$ cat config.mk
export PLATFORM = sky130hd
export DESIGN_NAME = mem_subsys
export DESIGN_NICKNAME = d
export VERILOG_FILES = /design/src/mem_pkg.sv /design/src/burst_if.sv /design/src/mem_access_split.sv /design/src/burst_link.sv /design/src/avalon_burst_master.sv /design/src/mem_subsys.sv
export SDC_FILE = /design/constraint.sdc
export NUM_CORES = 1
export LEC_CHECK = 0
export ABC_AREA = 1
export BUFFER_PORTS_ARGS = -buffer_cell sky130_fd_sc_hd__clkbuf_2
export CAP_MARGIN = 30
export CORE_MARGIN = 2
export CORE_UTILIZATION = 50
export DETAILED_ROUTE_END_ITERATION = 7
export GPL_ROUTABILITY_DRIVEN = 0
export PLACE_DENSITY = 0.74
export SYNTH_ARGS = -nofsm -noshare
export SYNTH_HDL_FRONTEND = slang
export SYNTH_SLANG_ARGS = --single-unit
export TNS_END_PERCENT = 50
$ cat constraint.sdc
create_clock -name clk -period 5.7 [get_ports clk]
set_clock_uncertainty 0.1 [all_clocks]
set_input_delay 0.855 -clock clk [delete_from_list [all_inputs] [get_ports clk]]
set_output_delay 0.855 -clock clk [all_outputs]
set_load 0.05 [all_outputs]
$ cat src/mem_pkg.sv
/*
 * Shared definitions for the data-side memory subsystem
 *   - address, data, length and byte enable types
 *   - burst opcode and the FSM state encodings
 *   - MAX_BURST and the words_spanned helper
 */

package mem_pkg;

    localparam int MAX_BURST = 3;              // words in the longest burst

    typedef logic [31:0] addr_t;               // byte address
    typedef logic [29:0] word_addr_t;          // avalon word address
    typedef logic [31:0] dword_t;
    typedef logic [3:0]  byteen_t;
    typedef logic [3:0]  read_len_t;           // 1..8 bytes
    typedef logic [2:0]  write_len_t;          // 1..4 bytes
    typedef logic [63:0] read_data_t;
    typedef logic [1:0]  burst_cnt_t;          // 1..3 words
    typedef logic [MAX_BURST*32-1:0] burst_data_t;

    typedef enum logic {
        op_read  = 1'b0,
        op_write = 1'b1
    } burst_op_t;

    typedef enum logic [1:0] {s_idle, s_wait, s_done} split_state_t;

    typedef enum logic [1:0] {a_idle, a_write, a_read_cmd, a_read_data} avm_state_t;

    // --------------------
    // number of bus words touched by len bytes starting at addr
    function automatic burst_cnt_t words_spanned(input addr_t addr, input read_len_t len);
        logic [4:0] last_byte;
        last_byte = 5'(addr[1:0]) + 5'(len) - 5'd1;     // offset of last byte
        return burst_cnt_t'(last_byte[4:2]) + 2'd1;
    endfunction

endpackage

$ cat src/burst_if.sv
/*
 * Burst command and response link between the internal blocks
 *   - burst_do / burst_done handshake
 *   - opcode, word address, count, edge byte enables, write data
 *   - read data returned with burst_done
 */

`timescale 1ns/10ps

interface burst_if import mem_pkg::*; ();

    logic        burst_do;           // held until burst_done
    logic        burst_done;         // one cycle pulse
    burst_op_t   op;
    word_addr_t  address;
    burst_cnt_t  count;
    byteen_t     byteen_first;
    byteen_t     byteen_last;
    burst_data_t wdata;              // word 0 in the low bits
    burst_data_t rdata;              // valid with burst_done

    modport requester (
        output burst_do, op, address, count, byteen_first, byteen_last, wdata,
        input  burst_done, rdata
    );

    modport responder (
        input  burst_do, op, address, count, byteen_first, byteen_last, wdata,
        output burst_done, rdata
    );

endinterface

$ cat src/mem_access_split.sv
/*
 * Requester front end of the memory subsystem
 *   - arbitration between the read and write ports
 *   - split of a byte request into a word burst
 *   - right alignment and length masking of read data
 */

`timescale 1ns/10ps

module mem_access_split import mem_pkg::*; #(
    parameter bit WRITE_PRIORITY = 1'b1
) (
    input  logic        clk,
    input  logic        reset,

    input  logic        read_do,
    input  addr_t       read_addr,
    input  read_len_t   read_len,
    output logic        read_done,
    output read_data_t  read_data,

    input  logic        write_do,
    input  addr_t       write_addr,
    input  write_len_t  write_len,
    input  dword_t      write_data,
    output logic        write_done,

    burst_if.requester  bus
);

    split_state_t state;
    logic         pick_write;
    addr_t        sel_addr;
    read_len_t    sel_len;
    burst_cnt_t   sel_cnt;
    logic [11:0]  be_mask;
    byteen_t      sel_be_last;

    burst_op_t    op_r;
    word_addr_t   waddr_r;
    burst_cnt_t   cnt_r;
    byteen_t      be_first_r;
    byteen_t      be_last_r;
    burst_data_t  wdata_r;
    logic [1:0]   off_r;
    read_len_t    len_r;

    burst_data_t  shifted;
    read_data_t   len_mask;

    // --------------------
    // request select and split

    assign pick_write = write_do && (WRITE_PRIORITY || !read_do);
    assign sel_addr   = pick_write ? write_addr : read_addr;
    assign sel_len    = pick_write ? {1'b0, write_len} : read_len;
    assign sel_cnt    = words_spanned(sel_addr, sel_len);
    assign be_mask    = ((12'd1 << sel_len) - 12'd1) << sel_addr[1:0];

    always_comb begin
        case (sel_cnt)
            2'd3:    sel_be_last = be_mask[11:8];
            2'd2:    sel_be_last = be_mask[7:4];
            default: sel_be_last = be_mask[3:0];
        endcase
    end

    always_ff @(posedge clk) begin
        if (reset) begin
            state <= s_idle;
        end else begin
            case (state)
                s_idle:  if (read_do || write_do) state <= s_wait;
                s_wait:  if (bus.burst_done) state <= s_done;
                default: state <= s_idle;             // done pulse lasts one cycle
            endcase
        end
    end

    always_ff @(posedge clk) begin
        if (state == s_idle && (read_do || write_do)) begin
            op_r       <= pick_write ? op_write : op_read;
            waddr_r    <= sel_addr[31:2];
            cnt_r      <= sel_cnt;
            be_first_r <= be_mask[3:0];
            be_last_r  <= sel_be_last;
            wdata_r    <= burst_data_t'(write_data) << {sel_addr[1:0], 3'b000};
            off_r      <= sel_addr[1:0];
            len_r      <= sel_len;
        end
    end

    // --------------------
    // burst side

    assign bus.burst_do     = (state == s_wait);
    assign bus.op           = op_r;
    assign bus.address      = waddr_r;
    assign bus.count        = cnt_r;
    assign bus.byteen_first = be_first_r;
    assign bus.byteen_last  = be_last_r;
    assign bus.wdata        = wdata_r;

    // --------------------
    // read return

    assign shifted  = bus.rdata >> {off_r, 3'b000};                 // first byte to bit 0
    assign len_mask = (read_data_t'(1) << {len_r, 3'b000}) - read_data_t'(1);  // len 8 wraps

    always_ff @(posedge clk) begin
        if (state == s_wait && bus.burst_done && op_r == op_read) begin
            read_data <= shifted[63:0] & len_mask;
        end
    end

    assign read_done  = (state == s_done) && (op_r == op_read);
    assign write_done = (state == s_done) && (op_r == op_write);

endmodule

$ cat src/burst_link.sv
/*
 * Registered link stage on the burst interface
 *   - full copy of the request toward the responder
 *   - full copy of the response toward the requester
 */

`timescale 1ns/10ps

module burst_link import mem_pkg::*; (
    input  logic       clk,
    input  logic       reset,
    burst_if.responder up,
    burst_if.requester down
);

    logic        down_do_r;
    logic        up_done_r;
    logic        busy;
    burst_op_t   op_r;
    word_addr_t  addr_r;
    burst_cnt_t  cnt_r;
    byteen_t     be_first_r;
    byteen_t     be_last_r;
    burst_data_t wdata_r;
    burst_data_t rdata_r;

    assign busy = down_do_r || up_done_r;   // one burst in the stage

    always_ff @(posedge clk) begin
        if (reset) begin
            down_do_r <= 1'b0;
            up_done_r <= 1'b0;
        end else begin
            up_done_r <= 1'b0;
            if (!busy && up.burst_do) down_do_r <= 1'b1;
            if (down_do_r && down.burst_done) begin
                down_do_r <= 1'b0;
                up_done_r <= 1'b1;
            end
        end
    end

    // --------------------
    // payload copies

    always_ff @(posedge clk) begin
        if (!busy && up.burst_do) begin
            op_r       <= up.op;
            addr_r     <= up.address;
            cnt_r      <= up.count;
            be_first_r <= up.byteen_first;
            be_last_r  <= up.byteen_last;
            wdata_r    <= up.wdata;
        end
        if (down.burst_done) rdata_r <= down.rdata;
    end

    assign down.burst_do     = down_do_r;
    assign down.op           = op_r;
    assign down.address      = addr_r;
    assign down.count        = cnt_r;
    assign down.byteen_first = be_first_r;
    assign down.byteen_last  = be_last_r;
    assign down.wdata        = wdata_r;

    assign up.burst_done = up_done_r;
    assign up.rdata      = rdata_r;

endmodule

$ cat src/avalon_burst_master.sv
/*
 * Avalon-MM burst master
 *   - write bursts, one word per accepted beat
 *   - read bursts, one command then count returned words
 *   - per-beat byte enables and read word packing
 */

`timescale 1ns/10ps

module avalon_burst_master import mem_pkg::*; (
    input  logic        clk,
    input  logic        reset,
    burst_if.responder  cmd,

    output word_addr_t  avm_address,
    output dword_t      avm_writedata,
    output byteen_t     avm_byteenable,
    output logic [3:0]  avm_burstcount,
    output logic        avm_read,
    output logic        avm_write,
    input  logic        avm_waitrequest,
    input  logic        avm_readdatavalid,
    input  dword_t      avm_readdata
);

    avm_state_t  state;
    burst_cnt_t  word_cnt;          // current beat
    burst_cnt_t  last_idx;
    logic        last_word;
    logic        done_r;
    burst_data_t rdata_r;

    assign last_idx  = cmd.count - 2'd1;
    assign last_word = (word_cnt == last_idx);

    always_ff @(posedge clk) begin
        if (reset) begin
            state    <= a_idle;
            word_cnt <= 2'd0;
            done_r   <= 1'b0;
        end else begin
            done_r <= 1'b0;
            case (state)
                a_idle: begin
                    if (cmd.burst_do && !done_r) begin   // do still high in the done cycle
                        word_cnt <= 2'd0;
                        if (cmd.op == op_write) state <= a_write;
                        else                    state <= a_read_cmd;
                    end
                end
                a_write: begin
                    if (!avm_waitrequest) begin
                        if (last_word) begin
                            state  <= a_idle;
                            done_r <= 1'b1;
                        end else begin
                            word_cnt <= word_cnt + 2'd1;
                        end
                    end
                end
                a_read_cmd: begin
                    if (!avm_waitrequest) state <= a_read_data;
                end
                default: begin
                    if (avm_readdatavalid) begin
                        if (last_word) begin
                            state  <= a_idle;
                            done_r <= 1'b1;
                        end else begin
                            word_cnt <= word_cnt + 2'd1;
                        end
                    end
                end
            endcase
        end
    end

    always_ff @(posedge clk) begin
        if (state == a_read_data && avm_readdatavalid) begin
            rdata_r[{word_cnt, 5'b00000} +: 32] <= avm_readdata;
        end
    end

    // --------------------
    // bus outputs held steady by the link registers

    always_comb begin
        if (word_cnt == 2'd0)  avm_byteenable = cmd.byteen_first;
        else if (last_word)    avm_byteenable = cmd.byteen_last;
        else                   avm_byteenable = 4'b1111;   // middle word
    end

    assign avm_address    = cmd.address;
    assign avm_burstcount = {2'b00, cmd.count};
    assign avm_writedata  = cmd.wdata[{word_cnt, 5'b00000} +: 32];
    assign avm_write      = (state == a_write);
    assign avm_read       = (state == a_read_cmd);

    assign cmd.burst_done = done_r;
    assign cmd.rdata      = rdata_r;

endmodule

$ cat src/mem_subsys.sv
/*
 * Top level of the data-side memory subsystem
 *   - read and write requester ports
 *   - splitter, registered link and Avalon-MM burst master
 */

`timescale 1ns/10ps

module mem_subsys import mem_pkg::*; #(
    parameter bit WRITE_PRIORITY = 1'b1
) (
    input  logic        clk,
    input  logic        reset,

    input  logic        read_do,
    input  addr_t       read_addr,
    input  read_len_t   read_len,
    output logic        read_done,
    output read_data_t  read_data,

    input  logic        write_do,
    input  addr_t       write_addr,
    input  write_len_t  write_len,
    input  dword_t      write_data,
    output logic        write_done,

    output word_addr_t  avm_address,
    output dword_t      avm_writedata,
    output byteen_t     avm_byteenable,
    output logic [3:0]  avm_burstcount,
    output logic        avm_read,
    output logic        avm_write,
    input  logic        avm_waitrequest,
    input  logic        avm_readdatavalid,
    input  dword_t      avm_readdata
);

    burst_if split_if ();           // splitter to link
    burst_if bus_if ();             // link to bus master

    mem_access_split #(
        .WRITE_PRIORITY (WRITE_PRIORITY)
    ) u_split (
        .clk        (clk),
        .reset      (reset),
        .read_do    (read_do),
        .read_addr  (read_addr),
        .read_len   (read_len),
        .read_done  (read_done),
        .read_data  (read_data),
        .write_do   (write_do),
        .write_addr (write_addr),
        .write_len  (write_len),
        .write_data (write_data),
        .write_done (write_done),
        .bus        (split_if.requester)
    );

    burst_link u_link (
        .clk   (clk),
        .reset (reset),
        .up    (split_if.responder),
        .down  (bus_if.requester)
    );

    avalon_burst_master u_avm (
        .clk               (clk),
        .reset             (reset),
        .cmd               (bus_if.responder),
        .avm_address       (avm_address),
        .avm_writedata     (avm_writedata),
        .avm_byteenable    (avm_byteenable),
        .avm_burstcount    (avm_burstcount),
        .avm_read          (avm_read),
        .avm_write         (avm_write),
        .avm_waitrequest   (avm_waitrequest),
        .avm_readdatavalid (avm_readdatavalid),
        .avm_readdata      (avm_readdata)
    );

endmodule

==> run summary <==
Endpoint class of the critical path: primary output
Htree depth: 2
Final Slew Violations: 0
Vias in the first global route: 11900
# DRC: 0
WS Path Type: reg -> out
Flop pwr share: 47.4%
Worst hold start: u_avm.cmd.rdata[62]
Reg-to-Reg End: u_split.read_data[60]
Io pins: 279
Design internal power: 0.00595 W
Post-CTS Setup Inserts: 0
Hold Path Sink: u_link.up.rdata[62]
First DRT Iteration DRCs: 1155
R2R Setup Slk: 2.16 ns
Worst Path Max Fanout: 27
Max-Cap Viols: 0
CTS buffer count: 45
P_leak: 8.81 nW
Synth Warn #: 0
Post-synth EDFFs: 440
Fmax: 251 MHz
Yosys cell types: 43
Met2 routed WL: 21100 µm
Die Width: 197 µm
Ant diodes: 0
Synth Flop Type: edfxtp_1
Slew HR: 39.1%
Async SR Flop Fraction: 0%
Largest stage delay on the critical path: 0.70 ns
Final setup viols: 0
Die Y: 197 µm
WP data required: 4.74 ns
CP arrival: 3.03 ns
Core area: 0.0366 mm²
Total global-route track usage: 22.2%
CP Cell Sequence: inv_1 -> ha_1 -> inv_1 -> o21ai_0 -> inv_1 -> clkbuf_2
Mapped Avg Cell Area: 11.7 µm²
Wirelength, routed: 42700 µm
Via-per-instance ratio: 5.36
Area growth from synthesis to layout: 17.8%
CTS Hold Bufs: 0
Nets: 2001
Post-layout minimum cycle time: 3.98 ns
Latest clock arrival within the worst-skew pair: 0.56 ns
R2R cell count: 11
Worst VDD drop: 0.270 mV
Row cnt: 70
Via Count: 12600
Worst r2r src: u_split.len_r[2]
Syn Inst Count: 1583
Worst setup SP type: flop
First-pass GRT wire length: 65100 µm
FF+latch count, synth: 449
Final hold vios: 0
RSZ-0062 raised after global routing: no
Final TNS setup: 0 ns
CP dominant cell by count: inv_1
Largest net degree at the start of global routing: 85
Status: completed
Combinational power share: 19.1%
Power Dens Cells: 388 mW/mm²
Sw Share: 29.8%
Post-cts sizing count: 0
Die Area: 0.0387 mm²
Hold Path Stages: 0
CTS root buffer: clkbuf_16
Initial cell density of the core: 50.7%
Met3 WL: 3350 µm
Hold Path Class: reg -> reg
CTS tree: built
DR pass1 iterations: 6
Clock transition at path regs: 0.06 ns
CP max stage cell: dfxtp_1
Grt ovf: 0
Total power: 0.00847 W
Sinks on Clock Net: 449
Net Switching: 0.00252 W
Max clock buf depth: 3
Wirelength per Cell: 18.2 µm
Clock power share: 33.5%
Top Layer Used: met4
Post-Route M1 WL: 16600 µm
Initial antenna violation count: 0
DP Wirelength: 29500 µm
Syn Std Cell Area: 0.0186 mm²
Share of layout cells above drive strength 1: 21.0%
IO Port Bufs: 276
Antenna Nets Post-Route: 0
Worst-margin pin slew: 0.911 ns
Sequential fraction of the synthesis area: 72.2%
Tcrit/Tclk final: 69.9%
through the flow:
stage                     area (µm²)  setup slack, ns  hold WS, ns  utilization (%)  std cells
after detailed placement       20400             1.77        0.305             55.7       2265
after CTS                      21800             1.69        0.314             59.6       2348
after global placement         20300             1.74        0.300             55.5       2262
final                          21800             1.72        0.311             59.7       2349
after global routing           21800             1.50        0.317             59.7       2349
after floorplan                18600            0.215        0.300                -       1584
area by class of cell:
type / instances / area [µm²]
Clock buffer: 57 / 1230
Clock inverter: 26 / 189
Fill cell: 2897 / 14800
Inverter: 119 / 449
Multi-Input combinational cell: 934 / 4400
Sequential cell: 449 / 13400
Tap cell: 468 / 586
Timing Repair Buffer: 296 / 1600
flip-flops by register name (all words and copies together) (netlist names), 2 cells and up:
| name | flops |
|---|---|
| u_avm.state | 2 |
| u_avm.word_cnt | 2 |
| u_split.state | 2 |
| u_split.bus.wdata | 56 |
| u_split.len_r | 4 |
| u_split.bus.byteen_last | 4 |
| u_link.down.count | 2 |
| u_link.down.byteen_last | 4 |
| u_split.bus.count | 2 |
| u_split.read_data | 64 |
| u_link.down.address | 30 |
| u_split.bus.byteen_first | 4 |
| u_split.off_r | 2 |
| u_link.up.rdata | 88 |
| u_split.bus.address | 30 |
| u_avm.cmd.rdata | 88 |
| u_link.down.byteen_first | 4 |
| u_link.down.wdata | 56 |
worst max-delay path, delay by kind of cell (launching register included):
kind / cells / cell delay (ns)
buf+inv: 4 / 1.17
flops: 1 / 0.70
fa+ha+maj: 1 / 0.49
compound gates: 1 / 0.11
power by group through the flow:
stage	registers, W	clock network (W)	logic [W]
floorplan	0.00415	0	0.00106
global placement	0.00407	0	0.00156
detailed placement	0.00408	0	0.00161
CTS	0.00401	0.00289	0.00162
global route	0.00403	0.00302	0.00177
finish	0.00401	0.00283	0.00162
synthesized netlist by cell type, types with 9 or more instances:
master	count	area, µm²
edfxtp_1	440	13200
buf_2	12	60.1
a211oi_1	18	135
nand3_1	42	210
dfxtp_1	9	180
mux2i_1	16	160
nand2_1	348	1310
ha_1	15	188
clkbuf_1	57	214
a31oi_1	34	213
inv_1	112	420
nor2_1	215	807
o21ai_0	111	556
nor3_1	55	275
a21oi_1	28	140
o21ai_1	15	75.1
routing by layer:
layer / global-route usage, % / vias to the layer above
li1: - / 6012
met1: 28.3 / 5898
met2: 37.9 / 584
met3: 4.06 / 90
met4: 9.05 / 0
met5: 0 / -
worst max-delay path by stage:
stage / startpoint / end
floorplan: u_split.bus.op / u_split.read_data[0]
global placement: u_avm.word_cnt[1] / avm_byteenable[0]
detailed placement: write_do / u_split.bus.byteen_last[3]
CTS: u_avm.word_cnt[1] / avm_byteenable[0]
global route: u_avm.word_cnt[1] / avm_byteenable[0]
finish: u_avm.word_cnt[1] / avm_byteenable[0]
placed cells by master (no fill, tap or decap), types with 18 or more instances in the layout:
cell type and n:
edfxtp_1 440, a211oi_1 18, a31oi_1 34, o21ai_0 111
nand2_1 348, nor3_1 54, inv_1 109, nand3_1 42
clkbuf_16 47, a21oi_1 28, nor2_1 211, clkbuf_2 276
kinds of logic (layout without fill, tap and decap cells):
group                    after synthesis  count (layout)  synth area share, %
XOR/XNOR                               4               4                0.189
AO/OA/AOI/OAI                        225             225                 6.95
other                                  1               2               0.0202
flip-flops                           449             449                 72.2
multiplexers                          16              16                0.863
adder cells (fa/ha/maj)               15              15                 1.01
buffers and inverters                201             498                 4.27
AND/OR/NAND/NOR                      672             672                 14.5
No activity file was read; power rests on OpenSTA's default activity.
